[config.mk]
export PLATFORM = sky130hd
export DESIGN_NAME = dsp_engine_16to8_flat
export DESIGN_NICKNAME = d
export VERILOG_FILES = /design/src/vita_conv_pkg.sv /design/src/buffer_access_if.sv /design/src/dsp_engine_16to8.sv /design/src/scale_clip_round.sv /design/src/pipe_ctrl.sv /design/src/flat_wrapper.sv
export SDC_FILE = /design/constraint.sdc
export NUM_CORES = 2
export LEC_CHECK = 0
export ABC_AREA = 1
export BUFFER_PORTS_ARGS = -buffer_cell sky130_fd_sc_hd__buf_2
export CAP_MARGIN = 20
export CORE_MARGIN = 2
export CORE_UTILIZATION = 55
export CTS_BUF_LIST = sky130_fd_sc_hd__clkbuf_2 sky130_fd_sc_hd__clkbuf_4 sky130_fd_sc_hd__clkbuf_8
export DETAILED_ROUTE_END_ITERATION = 8
export PLACE_DENSITY = 0.84
export SKIP_LAST_GASP = 1
export SYNTH_ARGS = -nofsm -noshare
export SYNTH_HDL_FRONTEND = slang
export SYNTH_SLANG_ARGS = --single-unit
export TNS_END_PERCENT = 5
[constraint.sdc]
create_clock -name clk -period 2.35 [get_ports clk]
set_input_delay 0.3525 -clock clk [delete_from_list [all_inputs] [get_ports clk]]
set_output_delay 0.3525 -clock clk [all_outputs]
set_load 0.01 [all_outputs]
[src/vita_conv_pkg.sv]
/*
 * shared layout for the 16-to-8 VITA-49 converter
 * a buffer word carries a 4-bit flag code above a 32-bit payload
 * only packet type 0 is treated as IF data
 */
`default_nettype none

package vita_conv_pkg;

   localparam int SCALE_W = 18;

   typedef logic [35:0] buf_word_t;

   // VITA-49 header word, msb first
   typedef struct packed {
      logic [2:0]  pkt_type;
      logic        sid_present;
      logic        cid_present;
      logic        trl_present;
      logic [1:0]  reserved;
      logic [1:0]  tsi;
      logic [1:0]  tsf;
      logic [3:0]  pkt_count;
      logic [15:0] pkt_len;
   } vita_hdr_t;

   // complex sample word, I in the upper half
   typedef struct packed {
      logic [15:0] i16;
      logic [15:0] q16;
   } vita_smp_t;

   typedef union packed {
      vita_hdr_t hdr;
      vita_smp_t smp;
   } vita_word_u;

   localparam logic [3:0] FLAG_DATA    = 4'h0;
   localparam logic [3:0] FLAG_HEADER  = 4'h1;
   localparam logic [3:0] FLAG_TRAILER = 4'h2;

   // sample-frame enable at bit 22, its indicator at bit 10
   localparam logic [31:0] TRAILER_ODD_MASK  = 32'h0040_0400;
   localparam logic [31:0] TRAILER_EVEN_MASK = 32'h0040_0000;

   typedef enum logic [2:0] {
      ST_IDLE,
      ST_PARSE_HEADER,
      ST_CONVERT,
      ST_DRAIN,
      ST_READ_TRAILER,
      ST_WRITE_TRAILER,
      ST_WRITE_HEADER,
      ST_DONE
   } engine_state_e;

endpackage

`default_nettype wire
[src/buffer_access_if.sv]
/*
 * engine side access to the packet buffer
 * reads are synchronous, rdat follows adr by one cycle
 */
`timescale 1ns/1ps
`default_nettype none

interface buffer_access_if #(
   parameter int BUF_AW = 9
);

   logic                     ok;
   logic [15:0]              len;
   logic [BUF_AW-1:0]        adr;
   logic                     we;
   vita_conv_pkg::buf_word_t wdat;
   vita_conv_pkg::buf_word_t rdat;
   logic                     done;

   modport engine (input ok, input len, input rdat, output adr, output we, output wdat,
                   output done);

   modport buffer (output ok, output len, output rdat, input adr, input we, input wdat,
                   input done);

endinterface

`default_nettype wire

[src/dsp_engine_16to8.sv]
/*
 * in-place 16-to-8 bit conversion of one VITA-49 packet
 * two output pairs per word, first pair in the low half
 * a zero-sample IF packet is not handled
 */
`timescale 1ns/1ps
`default_nettype none

module dsp_engine_16to8 #(
   parameter int BUF_AW = 9
) (
   input  wire                                clk,
   input  wire                                rst_n_i,
   input  wire                                convert_i,
   input  wire  [vita_conv_pkg::SCALE_W-1:0]  scale_i,
   buffer_access_if.engine                    acc
);

   vita_conv_pkg::engine_state_e state;
   vita_conv_pkg::vita_word_u    rd_w;

   logic [3:0]        hdr_len;
   logic              is_if_data;
   logic [BUF_AW-1:0] read_adr;
   logic [BUF_AW-1:0] write_adr;
   logic              even;
   logic              trl_reg;
   logic              wait_trl;
   logic [31:0]       new_hdr;
   logic [31:0]       new_trl;
   logic [31:0]       trl_mask;
   logic              last;
   logic [3:0]        stb;
   logic [1:0]        tag_out;
   logic              last_o;
   logic              even_o;
   logic              stb_out;
   logic              stb_read;
   logic              stb_write;
   logic              send_to_pipe;
   logic              wr_hdr;
   logic              wr_trl;
   logic              wr_any;
   logic [7:0]        i8;
   logic [7:0]        q8;
   logic [7:0]        i8_reg;
   logic [7:0]        q8_reg;

   assign rd_w = acc.rdat[31:0];

   // class id and fractional seconds take two words each
   assign is_if_data = (rd_w.hdr.pkt_type == 3'b000);
   assign hdr_len = 4'd1 + {3'd0, rd_w.hdr.sid_present} + {2'd0, rd_w.hdr.cid_present, 1'b0}
                    + {3'd0, |rd_w.hdr.tsi} + {2'd0, |rd_w.hdr.tsf, 1'b0};

   // the last sample sits just before the trailer, if any
   assign last = (16'(read_adr) + 16'd1) == (acc.len - 16'(trl_reg));

   assign last_o       = tag_out[1];
   assign even_o       = tag_out[0];
   assign stb_read     = stb[0];
   assign stb_write    = stb_out && (even_o || last_o);
   assign send_to_pipe = !stb_write && (state == vita_conv_pkg::ST_CONVERT);

   always_ff @(posedge clk or negedge rst_n_i)
   begin
      if (!rst_n_i)
      begin
         state     <= vita_conv_pkg::ST_IDLE;
         read_adr  <= '0;
         write_adr <= '0;
         even      <= 1'b0;
         trl_reg   <= 1'b0;
         wait_trl  <= 1'b0;
         new_hdr   <= '0;
         new_trl   <= '0;
         trl_mask  <= '0;
      end
      else
      begin
         case (state)
            vita_conv_pkg::ST_IDLE:
            begin
               read_adr  <= '0;
               write_adr <= '0;
               even      <= 1'b0;
               if (acc.ok)
                  state <= vita_conv_pkg::ST_PARSE_HEADER;
            end
            vita_conv_pkg::ST_PARSE_HEADER:
            begin
               trl_reg <= rd_w.hdr.trl_present;
               new_hdr <= {rd_w[31:16], acc.len};
               if (is_if_data && convert_i)
               begin
                  read_adr  <= BUF_AW'(hdr_len);
                  write_adr <= BUF_AW'(hdr_len);
                  state     <= vita_conv_pkg::ST_CONVERT;
               end
               else
                  state <= vita_conv_pkg::ST_WRITE_HEADER;
            end
            vita_conv_pkg::ST_CONVERT:
            begin
               // every converted packet gets a trailer
               new_hdr[26] <= 1'b1;
               if (stb_write)
                  write_adr <= write_adr + 1'b1;
               else if (stb_read)
               begin
                  read_adr <= read_adr + 1'b1;
                  even     <= !even;
                  if (last)
                  begin
                     state    <= vita_conv_pkg::ST_DRAIN;
                     trl_mask <= even ? vita_conv_pkg::TRAILER_EVEN_MASK
                                      : vita_conv_pkg::TRAILER_ODD_MASK;
                  end
               end
            end
            vita_conv_pkg::ST_DRAIN:
            begin
               if (stb_write)
               begin
                  write_adr <= write_adr + 1'b1;
                  if (last_o && trl_reg)
                  begin
                     wait_trl <= 1'b0;
                     state    <= vita_conv_pkg::ST_READ_TRAILER;
                  end
                  else if (last_o)
                  begin
                     new_trl <= trl_mask;
                     state   <= vita_conv_pkg::ST_WRITE_TRAILER;
                  end
               end
            end
            vita_conv_pkg::ST_READ_TRAILER:
            begin
               // read_adr already points at the old trailer, wait one read
               wait_trl <= 1'b1;
               new_trl  <= acc.rdat[31:0] | trl_mask;
               if (wait_trl)
                  state <= vita_conv_pkg::ST_WRITE_TRAILER;
            end
            vita_conv_pkg::ST_WRITE_TRAILER:
            begin
               new_hdr[15:0] <= 16'(write_adr) + 16'd1;
               write_adr     <= '0;
               state         <= vita_conv_pkg::ST_WRITE_HEADER;
            end
            vita_conv_pkg::ST_WRITE_HEADER:
               state <= vita_conv_pkg::ST_DONE;
            vita_conv_pkg::ST_DONE:
            begin
               read_adr  <= '0;
               write_adr <= '0;
               state     <= vita_conv_pkg::ST_IDLE;
            end
         endcase
      end
   end

   assign wr_hdr = (state == vita_conv_pkg::ST_WRITE_HEADER);
   assign wr_trl = (state == vita_conv_pkg::ST_WRITE_TRAILER);
   assign wr_any = wr_hdr || wr_trl || stb_write;

   assign acc.we   = wr_any;
   assign acc.adr  = wr_any ? write_adr : read_adr;
   assign acc.done = (state == vita_conv_pkg::ST_DONE);

   always_comb
   begin
      if (wr_hdr)
         acc.wdat = {vita_conv_pkg::FLAG_HEADER, new_hdr};
      else if (wr_trl)
         acc.wdat = {vita_conv_pkg::FLAG_TRAILER, new_trl};
      else if (last_o && !even_o)
         acc.wdat = {vita_conv_pkg::FLAG_DATA, 16'd0, i8, q8};
      else
         acc.wdat = {vita_conv_pkg::FLAG_DATA, i8, q8, i8_reg, q8_reg};
   end

   pipe_ctrl u_pipe (
      .clk         (clk),
      .rst_n_i     (rst_n_i),
      .in_stb_i    (send_to_pipe),
      .tag_i       ({last, even}),
      .stage_stb_o (stb),
      .out_stb_o   (stb_out),
      .tag_o       (tag_out)
   );

   // hold the first pair until its partner comes out
   always_ff @(posedge clk)
   begin
      if (stb_out && !even_o)
         {i8_reg, q8_reg} <= {i8, q8};
   end

   scale_clip_round u_chan_i (
      .clk         (clk),
      .rst_n_i     (rst_n_i),
      .sample_i    (rd_w.smp.i16),
      .scale_i     (scale_i),
      .mult_stb_i  (stb[1]),
      .clip_stb_i  (stb[2]),
      .round_stb_i (stb[3]),
      .sample_o    (i8)
   );

   scale_clip_round u_chan_q (
      .clk         (clk),
      .rst_n_i     (rst_n_i),
      .sample_i    (rd_w.smp.q16),
      .scale_i     (scale_i),
      .mult_stb_i  (stb[1]),
      .clip_stb_i  (stb[2]),
      .round_stb_i (stb[3]),
      .sample_o    (q8)
   );

   no_write_in_idle : assert property (@(posedge clk) disable iff (!rst_n_i)
      (state == vita_conv_pkg::ST_IDLE) |-> !acc.we);

endmodule

`default_nettype wire

[src/scale_clip_round.sv]
/*
 * one channel: signed multiply by scale, clip to 16 bits, round to 8
 * the rounding error carries over between samples and packets,
 * only reset clears it
 */
`timescale 1ns/1ps
`default_nettype none

module scale_clip_round (
   input  wire                                clk,
   input  wire                                rst_n_i,
   input  wire  [15:0]                        sample_i,
   input  wire  [vita_conv_pkg::SCALE_W-1:0]  scale_i,
   input  wire                                mult_stb_i,
   input  wire                                clip_stb_i,
   input  wire                                round_stb_i,
   output logic [7:0]                         sample_o
);

   logic signed [35:0] prod_q;
   logic        [23:0] prod_hi;
   logic        [15:0] clip_q;
   logic        [7:0]  err_q;
   logic signed [16:0] rnd_sum;
   logic               rnd_ovf;

   // sample padded with two zeros fills the 18-bit multiplier input
   always_ff @(posedge clk)
   begin
      if (mult_stb_i)
         prod_q <= $signed(scale_i) * $signed({sample_i, 2'b00});
   end

   assign prod_hi = prod_q[35:12];

   // saturate when the bits above 15 are not all sign copies
   always_ff @(posedge clk)
   begin
      if (clip_stb_i)
      begin
         if (&prod_hi[23:15] || ~|prod_hi[23:15])
            clip_q <= prod_hi[15:0];
         else if (prod_hi[23])
            clip_q <= 16'h8000;
         else
            clip_q <= 16'h7fff;
      end
   end

   // error feedback, the dropped low byte goes into the next sum
   assign rnd_sum = {clip_q[15], clip_q} + {9'd0, err_q};
   assign rnd_ovf = rnd_sum[16] ^ rnd_sum[15];

   always_ff @(posedge clk)
   begin
      if (round_stb_i)
         sample_o <= rnd_ovf ? 8'h7f : rnd_sum[15:8];
   end

   always_ff @(posedge clk or negedge rst_n_i)
   begin
      if (!rst_n_i)
         err_q <= '0;
      else if (round_stb_i)
         err_q <= rnd_sum[7:0];
   end

endmodule

`default_nettype wire

[src/pipe_ctrl.sv]
/*
 * four-stage strobe pipeline with a 2-bit tag per sample
 * there is no back-pressure, so the last stage is always accepted
 */
`timescale 1ns/1ps
`default_nettype none

module pipe_ctrl (
   input  wire         clk,
   input  wire         rst_n_i,
   input  wire         in_stb_i,
   input  wire  [1:0]  tag_i,
   output logic [3:0]  stage_stb_o,
   output logic        out_stb_o,
   output logic [1:0]  tag_o
);

   logic [3:0] valid;
   logic [1:0] tag_q [4];

   always_ff @(posedge clk or negedge rst_n_i)
   begin
      if (!rst_n_i)
         valid <= '0;
      else
         valid <= {valid[2:0], in_stb_i};
   end

   // the tag of each stage travels with its valid bit
   always_ff @(posedge clk)
   begin
      tag_q[0] <= tag_i;
      tag_q[1] <= tag_q[0];
      tag_q[2] <= tag_q[1];
      tag_q[3] <= tag_q[2];
   end

   // stage 0 strobe is the read itself
   assign stage_stb_o = {valid[2:0], in_stb_i};
   assign out_stb_o   = valid[3];
   assign tag_o       = tag_q[3];

   // the last sample of a packet leaves an empty pipeline behind it
   last_leaves_alone : assert property (@(posedge clk) disable iff (!rst_n_i)
      (out_stb_o && tag_o[1]) |-> (valid[2:0] == 3'b000));

endmodule

`default_nettype wire

[src/flat_wrapper.sv]
// flat-port wrapper written by rule: the top's interface ports become plain ports
module dsp_engine_16to8_flat 
#(
   parameter int BUF_AW = 9
)
  (clk, rst_n_i, convert_i, scale_i, acc_ok, acc_len, acc_rdat, acc_adr, acc_we, acc_wdat, acc_done);
  buffer_access_if #(.BUF_AW(BUF_AW)) acc_i ();
  input  wire clk;
  input  wire rst_n_i;
  input  wire convert_i;
  input  wire  [vita_conv_pkg::SCALE_W-1:0] scale_i;
  input wire logic [$bits(acc_i.ok)-1:0] acc_ok;
  input wire logic [$bits(acc_i.len)-1:0] acc_len;
  input wire logic [$bits(acc_i.rdat)-1:0] acc_rdat;
  output wire logic [$bits(acc_i.adr)-1:0] acc_adr;
  output wire logic [$bits(acc_i.we)-1:0] acc_we;
  output wire logic [$bits(acc_i.wdat)-1:0] acc_wdat;
  output wire logic [$bits(acc_i.done)-1:0] acc_done;
  assign acc_i.ok = acc_ok;
  assign acc_i.len = acc_len;
  assign acc_i.rdat = acc_rdat;
  assign acc_adr = acc_i.adr;
  assign acc_we = acc_i.we;
  assign acc_wdat = acc_i.wdat;
  assign acc_done = acc_i.done;
  dsp_engine_16to8 #(.BUF_AW(BUF_AW)) u_core (.clk(clk), .rst_n_i(rst_n_i), .convert_i(convert_i), .scale_i(scale_i), .acc(acc_i));
endmodule
# Yosys cells after proc, flatten, opt, wreduce, memory -nomap -nowiden
# Memories as Yosys holds them, arrays and structs flattened.
# Index checks and enable logic that the tools add are counted.
[word_totals]
input_bits = 74
memories = 1
ram_bits = 8
elab_cells = 137
regBits = 272
[classes]
addsub = 11
n_mul = 2
muxes = 37
eq_ne = 20
n_reduce_logical = 40
bitwise_logic = 4
[memory_table]
columns = ["name", "depth", "word_bits", "rd", "rd_ports_with_merged_regs", "wr", "line", "rtl"]
rows = [
  ["u_core.u_pipe.tag_q", 4, 2, 4, 0, 4, "pipe_ctrl.sv:19", "logic [1:0] tag_q [4];"],
]
[ops]
columns = ["cell", "count"]
rows = [
  ["$mux W32", 4],
  ["$mux W36", 2],
  ["$mul A18 B16 Y34", 2],
  ["$mux W16", 4],
  ["$pmux W32 S2", 1],
  ["$pmux W9 S3", 2],
  ["$mux W9", 5],
  ["$add A16 B9 Y17", 2],
  ["$or A32 B32 Y32", 1],
  ["$pmux W16 S2", 1],
  ["$mux W3", 9],
  ["$pmux W3 S8", 1],
  ["$add A9 B1 Y10 const B", 2],
  ["$add A9 B1 Y9 const B", 2],
  ["$reduce_and A9 Y1", 2],
  ["$reduce_or A9 Y1", 2],
  ["$eq A16 B16 Y1", 1],
  ["$sub A16 B1 Y16", 1],
  ["$ne A2 B1 Y1 const B", 7],
  ["$eq A3 B3 Y1 const B", 4],
  ["$reduce_and A4 Y1", 3],
  ["$mux W11", 1],
  ["$reduce_and A3 Y1", 3],
  ["$add A4 B2 Y4", 2],
  ["other kinds (19)", 50],
]

# Depth between registers and ports, before layout
# An unclocked memory read counts as a cell.
[logic_depth]
depth_word = 8
ltp_mapped = 26

# Cells and area by module
# Synthesis repeated with hierarchy kept, for this count alone.
[unflattened]
hier_cells = 4473
hier_area_um2 = 34899.7
[modules_own_cells]
columns = ["module", "instances", "cells_each", "seq_area_each_um2", "area_each_um2"]
rows = [
  ["scale_clip_round at u_core.u_chan_i", 1, 1860, 1641.6, 14345.0],
  ["scale_clip_round at u_core.u_chan_q", 1, 1799, 1641.6, 14141.1],
  ["dsp_engine_16to8", 1, 801, 2732.6, 6145.9],
  ["pipe_ctrl", 1, 13, 260.2, 267.8],
]

# Least setup slack after synthesis
# Ideal clock, no wire load.
[synth_path]
kind = "input port to flip-flop"
start = "in acc_rdat[21]"
end = "reg u_core.u_chan_i.prod_q[35], data pin"
arrival_ns = 5.471
stages = 21
setup_time_ns = 0.252
n_path_buf = 2
t_required_ns = 2.098
slack_ns = -3.373
path_cell_list = "clkbuf_1 -> buf_1 -> nand2_1 -> fa_1 -> inv_1 -> fa_1 -> fa_1 -> fa_1 -> fa_1 -> inv_1 -> fa_1 -> inv_1 -> ha_1 -> a21oi_1 -> inv_1 -> a31oi_1 -> o21ai_0 -> a21oi_1 -> nand2_1 -> nand2_1 -> nand2_1"
[synth_between]
elab_chain_len = 1
[synth_lines]
columns = ["element", "line", "rtl"]
rows = [
  ["from (decl)", "flat_wrapper.sv:14", "input wire logic [$bits(acc_i.rdat)-1:0] acc_rdat;"],
  ["$mul A18 B16 Y34", "scale_clip_round.sv:31", "prod_q <= $signed(scale_i) * $signed({sample_i, 2'b00});"],
  ["to (signal assigned)", "scale_clip_round.sv:31", ""],
  ["to (decl)", "scale_clip_round.sv:20", "logic signed [35:0] prod_q;"],
]
# Every way passes these cells.
# A chain may end at the register's enable or synchronous reset.

# Worst setup path in the final report
[layout_path]
start = "in scale_i[7] (netlist name)"
end = "reg u_core.u_chan_q.prod_q[23], data pin"
[layout_between]
elab_chain_len = 1
[layout_lines]
columns = ["element", "line", "rtl"]
rows = [
  ["from (decl)", "flat_wrapper.sv:11", "input wire [vita_conv_pkg::SCALE_W-1:0] scale_i;"],
  ["$mul A18 B16 Y34", "scale_clip_round.sv:31", ""],
  ["to (signal assigned)", "scale_clip_round.sv:31", ""],
  ["to (decl)", "scale_clip_round.sv:20", ""],
]
# Every way passes these cells.

==> results.ini <==
[floorplan]
fp.dieW_um = 251.4
core-area_um2 = 60470
rows = 90
chipHeight_um = 251.4
pin_count = 121
floorplan.initialDensity_pct = 55.69
die_outline_area_um2 = 63220

[timing]
clock.fmax_mhz = 196.6
period_needed_ns = 5.088
finalCritPeriodShare_pct = 216.5
finClkSkew_ns = 0.03951
rsz0062_at_grt = true
final.setup.worst_slack_ns = -2.738
timing.slew.headroom_pct = 55.10
report.final.hold_viol_count = 0
worstMarginPinSlew_ns = 0.6734
finalMaxSlewViolations = 0
final-setup-viol-count = 104

[synth]
yosys-top-cells-count = inv_1 (1123), nand2_1 (952), fa_1 (581)
synth-async-reset-ratio_pct = 47.83
synth-adder-area-share_pct = 41.56
yosys.area.top_type = fa_1
synth_seq_area_share_pct = 18.64
postSynth.topFlopCell = edfxtp_1
synth.mux.area_fraction_pct = 0
mappedNetlistArea_um2 = 33670
post_synth_xor_area_fraction_pct = 2.497
postSynthRegisterBits = 230
synth_area_leaders = fa_1 (35%), inv_1 (13%), nand2_1 (11%)
syn_avg_cell_area_um2 = 8.229
synth_edf_count = 112
synth_cells = 4092
compound_gate_fraction_of_synth_area_pct = 6.867
synth_top_family_by_area = adder cells
synth_top_cell_area_share_pct = 34.54
post_synth_and_or_nand_nor_area_fraction_pct = 15.96
synth_cell_type_count = 57
synth_most_common_cell = inv_1
yosys_warnings = 0

[clock_network]
cts.reportedPaths.clkPinSlew_ns = 0.07
cts_buffers = 39
clock_sinks = 230
insertion_delay_ns = 0.60
cts-root-to-sink-buffers = 3
cts.htree.levels = 2
tritoncts_clock_tree = yes
cts_root_buf = clkbuf_8

[setup_path]
critical_path.cell_chain = buf_6, buf_6, nand2_1, inv_1, fa_1, inv_2, fa_2, fa_1, inv_2, fa_1, fa_1, inv_2, fa_1, inv_2, ha_4, nand2_4, nor2_4, inv_2, nor3_4, nand2_1, nand2_2, nand2_1, nand2_1, xor2_1
critical_path.max_fanout = 10
critPathBufInv = 8
worst-setup-path-type = primary input to flop
crit_path_max_incr_delay_ns = 0.60
critical_path.reg2reg.startpoint = u_core.u_chan_q.clip_q[0]$_DFFE_PP_
cp_num_cells = 24
worst_setup_path_endpoint = u_core.u_chan_q.prod_q[23]$_DFFE_PP_
regToRegSetupSlack_ns = -0.19
timing.critical_path.from = scale_i[7]
critical-path-top-delay-family = adder cells
cpMaxStageDelayCell = fa_1
worst_ep_arrival_time_ns = 5.51
cp-start-kind = primary input
worstPathRequired_ns = 2.77
critical_path_sink_type = flop
ff2ff_path_depth = 11
critical_path.reg2reg.endpoint = u_core.u_chan_q.sample_o[3]$_SDFFCE_PP1P_

[grt]
grt_antenna_before_repair = 6
grt-ovfl-total = 0
grt_pass1_vias = 30121
grt_pass1_wl_mm = 150.9
grt_util_all_layers_pct = 29.99
grt_max_degree = 42

[layout]
largestRegisters = u_core.new_hdr (32), u_core.new_trl (32)
finalInstanceArea_um2 = 40440
syn2layout_area_growth_pct = 20.11
stdcell_count = 5322
nNetsFinal = 5349
layout_cells_sized_above_1_pct = 19.27

[min_path]
hold_path.class = primary input to flop

[placement]
hpwlAfterDp_mm = 73.12
place_inst = 5194
finalWeightedCongestion = 0.9228
numPortBuffers = 114
placed_area_um2 = 38150

[detailed_routing]
post_drt_wl_per_cell_um = 18.20
dr_total_vias = 28947
avgViaCountPerCell = 5.439
drt-initial-drc-count = 2955
remaining_number_of_nets_flagged_by_the_antenna_check_after_routing = 0
drt-pass1-iter-count = 6
drc = 0
wirelength_mm = 96.87

[job]
cap_viol_max_count = 0

[run_status]
violations = setup timing
result_of_the_run = complete, but fails checks

worst min-delay path by stage:
stage	slack [ns]	startpoint	to	cells past startpoint
5_1_grt	0.08	acc_len[8]	u_core.new_hdr[8]$_DFFE_PN0P_	3
4_1_cts	0.06	acc_len[8]	u_core.new_hdr[8]$_DFFE_PN0P_	3
3_5_place_dp	0.31	u_core.u_pipe.tag_q[1][1]$_DFF_P_	u_core.u_pipe.tag_q[2][1]$_DFF_P_	0
2_1_floorplan	0.06	rst_n_i	u_core.even$_DFFE_PN0P_	0
3_3_place_gp	0.31	u_core.u_pipe.tag_q[2][0]$_DFF_P_	u_core.u_pipe.tag_q[3][0]$_DFF_P_	0
6_report	0.09	acc_len[7]	u_core.new_hdr[7]$_DFFE_PN0P_	3
timing repair:
item | in CTS | in global routing
cloned | 2 | 6
gates resized for setup | 93 | 162
endpoints found under the setup margin | 104 | 109
pin swaps | 34 | 77
hold buffers | 1 | 0
buffers inserted | 11 | 32
endpoints found under the hold margin | 33 | 0
cells by family after synthesis:
kind of cell	Yosys count
simple gates	1322
flops	230
other cells	1
compound gates	385
fa+ha+maj	770
xor+xnor	96
buf+inv	1288
metrics by stage:
step                setup WS, ns  util (%)  hold WS [ns]  TNS (ns)
floorplan                 -2.801         -       0.05691   -128.33
global route              -2.852     66.87       0.07885   -157.02
detailed placement        -3.458     63.09        0.3135   -158.07
global placement          -3.384     63.09        0.3105   -153.69
CTS                       -2.603     65.41       0.05899   -136.38
finish                    -2.738     66.88       0.08770   -140.87
layout by cell type, fill, tap and decap left out, types with 27 or more instances in the layout:
master    count
xnor2_1      32
o21ai_0     134
nand2_1     911
dfrtp_1     109
fa_2         27
ha_1        150
nand2_2      41
inv_2        39
inv_1      1092
buf_12       32
nand3_1      94
ha_4         38
clkbuf_8     42
nor2_1      136
o22ai_1      27
edfxtp_1    112
buf_2        81
xor2_1       63
buf_4       372
o211ai_1     52
nand4_1      30
nor2_2       35
a21oi_1      49
fa_1        554
buf_6        29
routing by layer:
| layer | routed length [µm] | vias up | GRT usage (%) |
|---|---|---|---|
| met5 | 23 | - | 0 |
| met4 | 5309 | 4 | 12.72 |
| met3 | 10440 | 399 | 5.850 |
| met2 | 46670 | 1586 | 51.16 |
| met1 | 34430 | 14008 | 37.41 |
| li1 | - | 12950 | - |
cell type report:
cell class,count,area (µm²)
multi-input combinational,2575,23610
fill,4324,20030
sequential,230,6277
timing repair buffer,526,4400
inverter,1133,4253
tap,782,978.4
clock buffer,55,675.6
clock inverter,17,237.7
antenna,4,10.01
worst min-delay path, cell delays in order:
cell and delay, ns:
buf_2 0.15, a22oi_1 0.08, o21ai_0 0.07
Power is not shown: default switching activity piles up to over one toggle a cycle in this logic, so the estimate is an artifact.
