===== src/vita_conv_pkg.sv =====
/*
 * shared layout for the 16-to-8 VITA-49 converter
 * a buffer word carries a 4-bit flag code above a 32-bit payload
 * only packet type 0 is treated as IF data
 */
`default_nettype none

package vita_conv_pkg;

   localparam int SCALE_W = 18;

   typedef logic [35:0] buf_word_t;

   // VITA-49 header word, msb first
   typedef struct packed {
      logic [2:0]  pkt_type;
      logic        sid_present;
      logic        cid_present;
      logic        trl_present;
      logic [1:0]  reserved;
      logic [1:0]  tsi;
      logic [1:0]  tsf;
      logic [3:0]  pkt_count;
      logic [15:0] pkt_len;
   } vita_hdr_t;

   // complex sample word, I in the upper half
   typedef struct packed {
      logic [15:0] i16;
      logic [15:0] q16;
   } vita_smp_t;

   typedef union packed {
      vita_hdr_t hdr;
      vita_smp_t smp;
   } vita_word_u;

   localparam logic [3:0] FLAG_DATA    = 4'h0;
   localparam logic [3:0] FLAG_HEADER  = 4'h1;
   localparam logic [3:0] FLAG_TRAILER = 4'h2;

   // sample-frame enable at bit 22, its indicator at bit 10
   localparam logic [31:0] TRAILER_ODD_MASK  = 32'h0040_0400;
   localparam logic [31:0] TRAILER_EVEN_MASK = 32'h0040_0000;

   typedef enum logic [2:0] {
      ST_IDLE,
      ST_PARSE_HEADER,
      ST_CONVERT,
      ST_DRAIN,
      ST_READ_TRAILER,
      ST_WRITE_TRAILER,
      ST_WRITE_HEADER,
      ST_DONE
   } engine_state_e;

endpackage

`default_nettype wire

===== src/setting_reg.sv =====
/*
 * convert flag and scale factor, written over the settings bus
 * bit 18 is convert, bits 17:0 the scale; one cycle of latency
 */
`timescale 1ns/1ps
`default_nettype none

module setting_reg #(
   parameter int SET_ADDR = 0
) (
   input  wire                                clk,
   input  wire                                rst_n_i,
   input  wire                                set_stb_i,
   input  wire [7:0]                          set_addr_i,
   input  wire [31:0]                         set_data_i,
   output logic                               convert_o,
   output logic [vita_conv_pkg::SCALE_W-1:0]  scale_o
);

   always_ff @(posedge clk or negedge rst_n_i)
   begin
      if (!rst_n_i)
      begin
         convert_o <= 1'b0;
         scale_o   <= '0;
      end
      else if (set_stb_i && (set_addr_i == 8'(SET_ADDR)))
      begin
         convert_o <= set_data_i[18];
         scale_o   <= set_data_i[17:0];
      end
   end

endmodule

`default_nettype wire


===== config.mk =====
export PLATFORM = sky130hd
export DESIGN_NAME = setting_reg
export DESIGN_NICKNAME = d
export VERILOG_FILES = /design/src/vita_conv_pkg.sv /design/src/setting_reg.sv
export SDC_FILE = /design/constraint.sdc
export NUM_CORES = 1
export LEC_CHECK = 0
export BUFFER_PORTS_ARGS = -buffer_cell sky130_fd_sc_hd__buf_2
export CORE_AREA = 2 2 51 53
export DETAILED_ROUTE_END_ITERATION = 8
export DIE_AREA = 0 0 53 55
export PLACE_DENSITY = 0.7
export SYNTH_ARGS = -nofsm -noshare
export SYNTH_HDL_FRONTEND = slang
export SYNTH_SLANG_ARGS = --single-unit

===== constraint.sdc =====
create_clock -name clk -period 1.5 [get_ports clk]
set_input_delay 0.075 -clock clk [delete_from_list [all_inputs] [get_ports clk]]
set_output_delay 0.075 -clock clk [all_outputs]
set_load 0.005 [all_outputs]

## Word-level counts from Yosys, hierarchy flattened

Index checks and enable logic that the tools add are counted.
Widths: inputs -> output; s select.

| operators by class | value |
|---|---|
| reduce and logical (&&, ||, !) cells | 2 |

Operators with widths:

| cell | count |
|---|---|
| $logic_not 8->1 | 1 |
| $logic_and 1x1->1 | 1 |

| word-level totals | value |
|---|---|
| output and inout port bits | 19 |
| register bits after elaboration | 19 |
| bits of input ports | 43 |

## Logic depth before layout (Yosys ltp)

Gate-level depths: netlist of the first run.

| logic depth | value |
|---|---|
| word-level depth | 2 |
| gate-level depth with buffers | 4 |
| mapped depth without buffers | 3 |

## Worst setup path before layout of the first run

No wires, ideal clock.

| path | value |
|---|---|
| path kind | input-to-reg |
| from | in set_addr_i[4] |
| to | reg scale_o[10] (netlist name) |
| arrival time | 1.016 ns |
| stages | 4 |
| path buffers | 1 |
| required time | 1.375 ns |
| setup time | 0.125 ns |
| slack | 0.359 ns |
| cell sequence | nor4b_4 nand3_4 buf_6 mux2_4 |

| between the ends | value |
|---|---|
| longest elaborated chain between the ends | 2 |

RTL lines:

| item | line | text |
|---|---|---|
| start: declaration | setting_reg.sv:14 | `input wire [7:0] set_addr_i,` |
| $logic_not 8->1 | setting_reg.sv:27 | `else if (set_stb_i && (set_addr_i == 8'(SET_ADDR)))` |
| $logic_and 1x1->1 | setting_reg.sv:27 |  |
| end signal: assignment | setting_reg.sv:30 | `scale_o <= set_data_i[17:0];` |
| end: declaration | setting_reg.sv:17 | `output logic [vita_conv_pkg::SCALE_W-1:0] scale_o` |

No other way between the ends.
A chain may end at the register's enable or synchronous reset.

## Final worst setup path of the first run

| path | value |
|---|---|
| from | in set_addr_i[1] |
| to | reg scale_o[13] (netlist name) |

Same word-level chain as after synthesis.

==> impl_summary.md, run 1 <==
STA
Setup total negative slack on the finished layout was measured at 0 ns. Across the routed clock network, the largest skew measured is 0 ns. At the pin with the least slew margin, the transition time is between 0.4 and 0.5 ns. Static timing analysis puts the maximum clock frequency at 0.925 GHz. The final count of pins violating max slew came to 0. Headroom to the max-slew limit came out at between 70% and 80%. The count of final hold-check violations is 0. Setup repair after global routing left no endpoint under its margin. The worst path uses 72.1% of the clock period. Setup violations remaining at the end of the flow were counted as 0. In the post-route analysis, the smallest setup slack over all paths is 0.419 ns. The time the worst path needs with I/O delays and setup is 1.08 ns.

Job
The count of maximum capacitance violations is 0.

Critical path
Data on the critical path arrives at its endpoint at 1.25 ns. The endpoint of the worst setup timing path is scale_o[13]$_DFFE_PN0P_. The largest driver fanout on the critical path is 19. The end of the worst register-to-register path is scale_o[2]$_DFFE_PN0P_. At the worst endpoint, the required time is around 1.7 ns. The critical path in this run is classified as in2reg. The largest individual stage delay along the critical path comes from the cell sky130_fd_sc_hd__mux2_4. The startpoint of the lowest-slack register-to-register path is scale_o[2]$_DFFE_PN0P_.

Counting buffers and inverters, the worst setup path is 4 cells deep. For this run, the slowest stage of the critical path takes 0.39 ns. Traced cell by cell, the critical path runs through buf_2 > nor3_1 > nand3_4 > mux2_4. The most critical setup path has its startpoint at set_addr_i[1]. STA classifies the critical path startpoint as a primary input. STA classifies the critical path endpoint as a register. The register-to-register setup slack is 0.73 ns. The gate family responsible for the most delay along the worst path is simple AND/OR/NAND/NOR gates. Counting both buffers and inverters, the worst setup path holds a total of 1. The number of cells on the worst reg-to-reg path is 1.

Layout
Compared with the post-synthesis result, the final layout area differs by 43.5%. The final standard cell count with taps included and fillers excluded is ~130. Measured on the finished design, the core utilization comes to 47.8%. The area taken by multi-input logic gates is 302 um2. Across the whole layout, storage elements account for ~480 um2. The share of final-layout standard cells stronger than drive strength 1 is 72.7%. The number of antenna repair diodes is 0. Fill cells in the final layout number 227.

Once layout is done, the placed cells without fillers occupy between 1000 and 1500 um2. The number of nets in the layout is roughly 140.

Yosys
Summing the areas of all and, or, nand and nor instances in the mapped netlist gives under 10% of the synthesized area. After technology mapping, the gate count stands at 43. Of the total synthesized cell area, the portion taken by XOR and XNOR cells is 0%. The mapped netlist covers around 790 um2. During synthesis, Yosys emitted a total of 0 warnings. Summing the areas of all fa, ha and maj instances in the mapped netlist gives 0% of the synthesized area. The proportion of synthesized area in mux cells is 31.9%. Sequential cells were found to cover 60.3% of the synthesized design area. The synthesized netlist devotes 0% of its cell area to compound gates. The post-synthesis area per instance is approximately 18 um2. The main combinational cell family by area after synthesis is multiplexers. The number of nets handed over by synthesis was 86. Synthesis inferred 19 register bits. The number of different library cells in the post-synthesis netlist is 8.

Clock tree
The number of setup buffers added after CTS is 0. The number of CTS-inserted buffers is 3. The total of hold buffers inserted after clock tree synthesis is 1. The number of buffers between clock root and the deepest sink is 2. The sink count of the clock tree is 19. The source-to-sink clock delay at the later pin of the worst-skew pair is 0.28 ns. The library cell used as clock root buffer is sky130_fd_sc_hd__clkbuf_4.

After clock tree synthesis, the clock-pin slew on the worst setup and hold paths is 0.10 ns. In this run the number of H-tree levels came out at 1. TritonCTS built the clock tree. Post-CTS repair changed the size of 0 cells.

Floorplan
The width of the chip is 53 um. Pin placement for this block handled 62 I/O pins. The die covers 2920 um2. The height of the die is 55 um. The core region is 2360 um2. Row generation in the floorplan step produced 18 rows.

The starting utilization of the core area is between 30 and 40%.

GRT
The via count of the first global-routing pass came to 534. Entering global routing, the biggest net connects 20 pins. The total overflow left after global routing is 0.

The global routing usage summed across all routing layers is between 10% and 20%. The initial antenna violation count is 0. The first global-routing pass estimated around 2200 um of wire.

Place
Port buffering added 48 buffers. The total placed cells including tap cells is 120. OpenSTA, run right after detailed placement, puts the worst setup slack at between 0.1 and 0.15 ns. Detailed placement finished with a half-perimeter wire length of 1160 um. The final weighted congestion of routability-driven global placement is 0.625. The placed instance area is 1050 um2.

Run status
The flow ran to the end, and the final reports show no timing, DRC or antenna violations.

Route
The detail-routed net length per standard cell is 12.1 um. The via-per-instance ratio is 4.39. The number of nets still failing antenna checks after routing is 0. For this block, the routed nets add up to 1560 um of wire. The first-pass iteration count of the detailed router is 2. The remaining design rule violation count is 0. The routed layout has about 570 vias.

For this block, the initial DRC count from the detailed router was 1.

Pwr
The switching part of the total power is 21.4%. The switching component of the power is between 0.15 and 0.2 mW. The cell area power density is just over 800 nW/um2.

For this design the static power due to leakage is 0.676 nW. The cell-internal power is 0.718 mW. The worst-case IR drop observed on VDD is ~0.49 mV. Sequential cells burn between 60% and 70% of the power.

The clock power share is 26.6%. Combinational cells account for 13.3% of the total power.

Hold path
The type of the tightest min-delay check is in2reg.
state kept, by name, summed over array words and instances, names as in the netlist:
| name | flops |
|---|---|
| scale_o | 18 |
| convert_o | 1 |
cells in the final DEF (no fill, tap or decap):
cell	n
sky130_fd_sc_hd__buf_2	48
sky130_fd_sc_hd__clkbuf_1	1
sky130_fd_sc_hd__clkbuf_4	3
sky130_fd_sc_hd__dfrtp_1	19
sky130_fd_sc_hd__dlygate4sd3_1	5
sky130_fd_sc_hd__mux2_2	9
sky130_fd_sc_hd__mux2_4	10
sky130_fd_sc_hd__nand3_4	1
sky130_fd_sc_hd__nor2_1	1
sky130_fd_sc_hd__nor3_1	1
sky130_fd_sc_hd__nor4b_4	1
cell families after synthesis:
group | count (synthesis)
multiplexers | 19
buffers and inverters | 1
AND/OR/NAND/NOR | 4
flip-flops | 19
power groups by stage:
stage	combinational, mW	clock [mW]	sequential (mW)
2_1_floorplan	0.0351	0	0.560
3_3_place_gp	0.110	0	0.557
3_5_place_dp	0.114	0	0.558
4_1_cts	0.116	0.258	0.549
5_1_grt	0.134	0.284	0.552
6_report	0.122	0.243	0.548
routing by layer:
metal	vias to the layer above	part of all wire, %	global-route usage (%)
li1	264	-	-
met1	265	40	11.4
met5	-	0	0
met2	37	49	20.4
met4	0	0	5.13
met3	0	11	2.42
metrics by stage:
step | hold slack [ns] | power [mW]
finish | 0.0162 | 0.913
global route | 0.000513 | 0.970
CTS | 0.00126 | 0.924
detailed placement | 0.0327 | 0.672
global placement | 0.0284 | 0.667
floorplan | -0.221 | 0.595
cell type report:
class / count / area share (%)
flip-flops and latches: 19 / 42.0
multi-input cells: 23 / 26.7
repair buffers: 53 / 25.7
well taps: 30 / 3.32
clock buffers: 4 / 2.32
worst min path at each step:
stage,depth (start not counted),endpoint,from,slack [ns]
2_1_floorplan,0,convert_o$_DFFE_PN0P_,rst_n_i,-0.22
3_3_place_gp,1,scale_o[2]$_DFFE_PN0P_,rst_n_i,0.03
3_5_place_dp,1,scale_o[2]$_DFFE_PN0P_,rst_n_i,0.03
4_1_cts,2,scale_o[11]$_DFFE_PN0P_,set_data_i[11],0.001
5_1_grt,2,scale_o[9]$_DFFE_PN0P_,set_data_i[9],0.0005
6_report,2,scale_o[0]$_DFFE_PN0P_,set_data_i[0],0.02
cells in the mapped netlist:
cell	number	area share (%)
sky130_fd_sc_hd__nor2_1	1	0.48
sky130_fd_sc_hd__mux2_4	10	19
sky130_fd_sc_hd__nand3_4	1	2.2
sky130_fd_sc_hd__mux2_2	9	13
sky130_fd_sc_hd__dfrtp_1	19	60
sky130_fd_sc_hd__nor4b_4	1	3.0
sky130_fd_sc_hd__buf_6	1	1.4
sky130_fd_sc_hd__nor3_1	1	0.63
(Power assumes the default switching activity.)
==> inputs of run 2 (changes only) <==
==> constraint.sdc (replaced) <==
create_clock -name clk -period 1.05 [get_ports clk]
set_input_delay 0.0525 -clock clk [delete_from_list [all_inputs] [get_ports clk]]
set_output_delay 0.0525 -clock clk [all_outputs]
set_load 0.005 [all_outputs]
==> run 2 against run 1 <==
Global-route usage is 2.7 points higher. Largest cell class unchanged. Total power is 48% higher. Die area stayed put. Sequential share of layout area is 5.7 points lower. Core utilization is 7.5 points higher. Sequential cell count stayed put. Via count is 10% higher.
==> impl_summary.md, run 2 (synthesized netlist as in run 1, its figures left out) <==
Run status
The flow ran to the end, and the final reports show no timing, DRC or antenna violations.

Route
The DRC marker count from the first detailed-route iteration is 0. The detail-routed net length per standard cell is 12.0 um. The number of nets still failing antenna checks after routing is 0.

The first-pass iteration count of the detailed router is 1. The remaining design rule violation count is 0. The detailed router placed 624 vias in this run. After detailed routing, the total wire length is 1750 um. The via-per-instance ratio is around 4.3.

STA
The final setup violation count is 0. The relative slew slack is 72.8%. The tightest hold margin is 0.215 ns. Subtracting the final worst setup slack from the clock period gives 0.900 ns.

For the final database, setup skew stands at 0 ns. The count of final hold-check violations is 0. The slew of the pin with the lowest slew margin is between 0.4 and 0.5 ns.

Derived from the worst setup path, the maximum achievable clock frequency is approximately 1.1 GHz. The final count of pins violating max slew is 0. Setup repair after global routing left no endpoint under its margin. In the finished design, the share of the clock period the worst path needs comes to between 80 and 90%.

Layout
The largest registers in the layout are scale_o (18), convert_o (1). The share of final-layout standard cells stronger than drive strength 1 is 63.8%. The number of antenna repair diodes is 0. The share of the core filled with cells in the final layout is 55.3%.

The flip-flop count of the largest register, all copies and words added is 18. In the layout the commonest cells are sky130_fd_sc_hd__buf_2, sky130_fd_sc_hd__dlygate4sd3_1, sky130_fd_sc_hd__dfrtp_1, sky130_fd_sc_hd__mux2_4, sky130_fd_sc_hd__mux2_2. After the last flow step, the layout net total stands at between 150 and 200. From synthesis to final layout, the design area changed by 66.0%. The top register by number of flip-flops is scale_o. Leaving out fill and tap cells, the most frequent cell in the layout is sky130_fd_sc_hd__buf_2.

Critical path
For the worst setup path, the data arrival time is between 1 and 1.5 ns. The critical setup path kind is in2reg. For the worst flop-to-flop path, the logic depth is 1. In this run the register-to-register setup slack is 0.28 ns. The largest driver fanout on the critical path is 19. The worst setup path is launched from a primary input.

For the worst setup path, the data required time is between 1 and 1.5 ns. The end of the worst register-to-register path is scale_o[7]$_DFFE_PN0P_. The element type at the critical path end is a register. The startpoint of the lowest-slack register-to-register path is scale_o[7]$_DFFE_PN0P_.

Clock tree
Clock-pin slew was measured on the worst setup and hold paths at 0.10 ns. The number of H-tree levels is 1. The clock tree from TritonCTS is built. The number of gates given a new drive strength after cts is 0.

The number of CTS-inserted buffers is 3. The sink count of the clock tree is 19. The number of buffers between clock root and the deepest sink is 2.

Clock latency on the worst-skew pair, taken at its later pin, is 0.28 ns. The root buffer cell chosen for the clock tree is sky130_fd_sc_hd__clkbuf_4.

GRT
Entering global routing, the biggest net connects 20 pins. Global routing used 13.5% of the available tracks across all layers. The leftover overflow at the end of global routing is 0.

The initial antenna violation count is 0. The first global-routing pass estimated around 2800 um of wire. The via count of the first global-routing pass is 715.

Hold path
The type of the tightest min-delay check is in2async.

Job
The count of maximum capacitance violations is 0.

Pwr
Power spread over the standard cell area amounts to approximately 1000 nW/um2. VDD sags by at most 0.658 mV. In this run the static leakage power is around 0.75 nW.

Floorplan
The floorplan has 18 rows. The floorplan step defined a core boundary enclosing roughly 2400 um2. Once the floorplan was initialized, standard cells occupied between 30% and 40% of the core.

The height of the die is 55 um. The floorplan step defined a die boundary enclosing just under 3000 um2. The count of boundary I/O pins is 62.

The die is 53 um wide.

Place
The final weighted congestion of routability-driven global placement is 0.613. The HPWL after detailed placement is 1170 um. During placement, the flow inserted port buffers numbering 48.
-- run 2: cell types whose count changed in the layout (fill, tap and decap cells not counted) --
cell and change:
sky130_fd_sc_hd__dlygate4sd3_1 +15, sky130_fd_sc_hd__buf_4 +1, sky130_fd_sc_hd__buf_12 +1
-- run 2: critical path, cell delays in order --
cell and delay, ns:
sky130_fd_sc_hd__buf_2 0.11, sky130_fd_sc_hd__nor4b_4 0.31, sky130_fd_sc_hd__nand3_4 0.11, sky130_fd_sc_hd__buf_12 0.17, sky130_fd_sc_hd__mux2_4 0.31
-- run 2: worst max-delay path by stage --
stage                                       start                       to
after floorplan                     set_addr_i[4]  scale_o[10]$_DFFE_PN0P_
after global routing      scale_o[13]$_DFFE_PN0P_              scale_o[13]
after global placement              set_addr_i[4]  scale_o[13]$_DFFE_PN0P_
final                               set_addr_i[4]   scale_o[7]$_DFFE_PN0P_
after detailed placement            set_addr_i[4]   scale_o[6]$_DFFE_PN0P_
after CTS                           set_addr_i[4]   scale_o[7]$_DFFE_PN0P_
-- run 2: timing repair --
item                                   4_1_cts  5_1_grt
hold buffers                                19        1
endpoints found under the hold margin       37        1
buffers inserted                             0        0
-- run 2: metal layers --
metal	wire length [um]	vias to the layer above	GRT usage, %
met3	153	2	2.96
li1	-	297	-
met2	892	37	26.7
met1	694	288	13.8
met5	0	-	0
met4	6	0	5.13
-- run 2: power breakdown --
part,internal [mW],switching (mW)
logic,0.151,0.0694
clock network,0.147,0.201
registers,0.766,0.0180
-- run 2: layout make-up --
type | count | area [um2]
Clock buffer | 4 | 26.3
Fill cell | 207 | 1060
Multi-Input combinational cell | 23 | 302
Sequential cell | 19 | 475
Tap cell | 30 | 37.5
Timing Repair Buffer | 70 | 468
-- run 2: metrics by stage --
stage                     total power, mW  cell area (um2)  worst slack (ns)  setup TNS, ns  cells
after detailed placement            0.964             1080            -0.163          -2.74    122
after floorplan                     0.851              788           -0.0685         -0.685     43
after global routing                 1.45             1310             0.113              0    146
after CTS                            1.38             1300             0.144              0    145
final                                1.35             1310             0.150              0    146
after global placement              0.957             1080            -0.125          -2.10    122
==> inputs of run 3 (changes only) <==
--- a/config.mk
+++ b/config.mk
@@ -10,6 +10,7 @@
 export DETAILED_ROUTE_END_ITERATION = 8
 export DIE_AREA = 0 0 53 55
 export PLACE_DENSITY = 0.7
+export RECOVER_POWER = 50
 export SYNTH_ARGS = -nofsm -noshare
 export SYNTH_HDL_FRONTEND = slang
 export SYNTH_SLANG_ARGS = --single-unit
==> run 3 against run 2 <==
Core utilization decreased by 0.74 points. Critical endpoint unchanged. Clock power about the same. Sequential cell count unchanged. Sequential share of layout area is 0.49 points higher.
==> impl_summary.md, run 3 (synthesized netlist as in run 1, its figures left out) <==
GRT
The maximum number of pins on one net before global-route repair is 20. The wire length of the first global-routing pass is between 2000 and 3000 um. The global routing usage summed across all routing layers is between 10% and 20%. The via count of the first global-routing pass was 715.

For this run the aggregate overflow at the end of global routing stands at 0. The initial antenna violation count is 0.

Clock tree
The number of gates given a new drive strength after cts is 0. For the worst-skew pair, the clock arrives at the later sink with an insertion delay of 0.28 ns. The library cell used as clock root buffer is sky130_fd_sc_hd__clkbuf_4. The number of buffers between clock root and the deepest sink is 2. The number of H-tree levels is 1. Clock tree synthesis inserted a total of 3 buffers. TritonCTS built the clock tree.

The sink count of the clock tree is 19. The clock transition time at the flip-flop clock pins of the worst setup and hold paths is ~0.1 ns.

Layout
In the final layout, the registers with the most flip-flops are scale_o (18), convert_o (1). At the end of the flow the core is filled with cells to between 50 and 60%. Leaving out fill and tap cells, the most frequent cell in the layout is sky130_fd_sc_hd__buf_2.

The final non-filler cell area is approximately 1300 um2. The number of antenna repair diodes is 0. The area growth from synthesis to layout is 63.8%.

In the layout the commonest cells are sky130_fd_sc_hd__buf_2, sky130_fd_sc_hd__dlygate4sd3_1, sky130_fd_sc_hd__dfrtp_1, sky130_fd_sc_hd__mux2_4, sky130_fd_sc_hd__mux2_2. The share of final-layout standard cells stronger than drive strength 1 is 63.8%. The final standard cell count with taps included and fillers excluded is 146. The top register by number of flip-flops is scale_o.

The register with the most flip-flops in the layout has 18 of them. The number of nets in the layout is 160. The number of fillers in the final layout is 210.

Floorplan
62 I/O pins were placed. The starting utilization of the core area is around 33%. From left edge to right edge, the die measures between 50 and 60 um. The floorplan die area is 2920 um2. The die is 55 um tall. The core region is 2360 um2. In this run the core area contains 18 standard-cell rows.

Hold path
The min-delay analysis places its worst path in the category in2async.

Route
The via-per-instance ratio is 4.27. The first routing iteration left 0 violations. The number of nets still failing antenna checks after routing is 0.

The number of vias in the routed layout is around 620. The detail-routed net length per standard cell is about 12 um. Wires add up to roughly 1800 um.

For this run, the detailed router's first-pass iteration total came to 1. The remaining design rule violation count is 0.

Critical path
The largest driver fanout on the critical path is 19. The endpoint identified for the worst register-to-register timing path is scale_o[7]$_DFFE_PN0P_. The worst reg-to-reg path cell count is 1. At the worst endpoint, the required time is 1.23 ns. At the worst endpoint, the arrival time is 1.14 ns. The critical setup path kind is in2reg.

The register-to-register setup slack is 0.28 ns. The worst setup path is launched from a primary input. STA classifies the critical path endpoint as a register. The startpoint of the lowest-slack register-to-register path is scale_o[7]$_DFFE_PN0P_.

STA
Setup repair after global routing left no endpoint under its margin. Setup violations remaining at the end of the flow were counted as 0. The final count of pins violating max slew is 0. The worst clock skew is 0 ns. Headroom to the max-slew limit came out at approximately 70%. The highest clock frequency the design can meet is roughly 1.0 GHz. The count of final hold-check violations is 0.

The final period utilization is 91.3%. The time the worst path needs with I/O delays and setup is roughly 0.96 ns. The slew of the pin with the lowest slew margin is around 0.45 ns.

Place
The placed instance area is 1080 um2. During placement, the flow inserted port buffers numbering 48. Once detailed placement completed, the half-perimeter wirelength came to 1170 um. Once placement completed, the tool counted placed cells totaling 122. The final weighted congestion of routability-driven global placement is 0.613.

Pwr
For this design the ratio of total power to cell area is 1040 nW/um2. Power comes to around 1.3 mW. The worst supply voltage drop on vdd is 0.658 mV. The static power due to leakage is 0.745 nW.

Job
The count of maximum capacitance violations is 0.

Run status
The run finished with clean final reports.
[run 3: cell count changes in the layout (fill, tap and decap cells not counted)]
cell	change
sky130_fd_sc_hd__nor4b_4	-1
sky130_fd_sc_hd__buf_6	+1
sky130_fd_sc_hd__clkbuf_2	+1
sky130_fd_sc_hd__nor4b_2	+1
sky130_fd_sc_hd__buf_2	-1
sky130_fd_sc_hd__buf_12	-1
[run 3: per-layer routing]
layer  GRT usage, %  routed length (um)
met1           13.8                 703
met2           26.7                 892
met3           2.96                 151
met4           5.13                   6
met5              0                   0
[run 3: what timing repair did]
item | CTS | global route
buffers inserted | 0 | 0
hold buffers | 19 | 1
endpoints found under the hold margin | 37 | 1
[run 3: critical path: stages]
cell	delay, ns
sky130_fd_sc_hd__buf_2	0.10
sky130_fd_sc_hd__nor4b_2	0.36
sky130_fd_sc_hd__nand3_4	0.10
sky130_fd_sc_hd__buf_6	0.19
sky130_fd_sc_hd__mux2_4	0.32
[run 3: layout make-up]
| class | instances | area [um2] | area share [%] |
|---|---|---|---|
| Multi-Input combinational cell | 23 | 293 | 22.7 |
| Sequential cell | 19 | 475 | 36.8 |
| Clock buffer | 4 | 26.3 | 2.03 |
| Timing Repair Buffer | 70 | 459 | 35.6 |
| Tap cell | 30 | 37.5 | 2.91 |
[run 3: through the flow]
step | TNS, ns | hold slack [ns] | setup WS, ns
6_report | 0 | 0.231 | 0.0912
5_1_grt | 0 | 0.271 | 0.0685
4_1_cts | 0 | 0.0118 | 0.144
3_5_place_dp | -2.74 | 0.0155 | -0.163
3_3_place_gp | -2.10 | 0.00296 | -0.125
2_1_floorplan | -0.685 | -0.243 | -0.0685
[run 3: worst max path at each step]
| stage | from | to | cells past startpoint |
|---|---|---|---|
| after detailed placement | set_addr_i[4] | scale_o[6]$_DFFE_PN0P_ | 5 |
| final | set_addr_i[4] | scale_o[7]$_DFFE_PN0P_ | 5 |
| after floorplan | set_addr_i[4] | scale_o[10]$_DFFE_PN0P_ | 4 |
| after global routing | set_addr_i[4] | scale_o[7]$_DFFE_PN0P_ | 5 |
| after CTS | set_addr_i[4] | scale_o[7]$_DFFE_PN0P_ | 5 |
| after global placement | set_addr_i[4] | scale_o[13]$_DFFE_PN0P_ | 5 |
[run 3: where the power goes]
group / internal, mW / switching, mW
logic: 0.149 / 0.0676
clock network: 0.147 / 0.201
registers: 0.766 / 0.0180
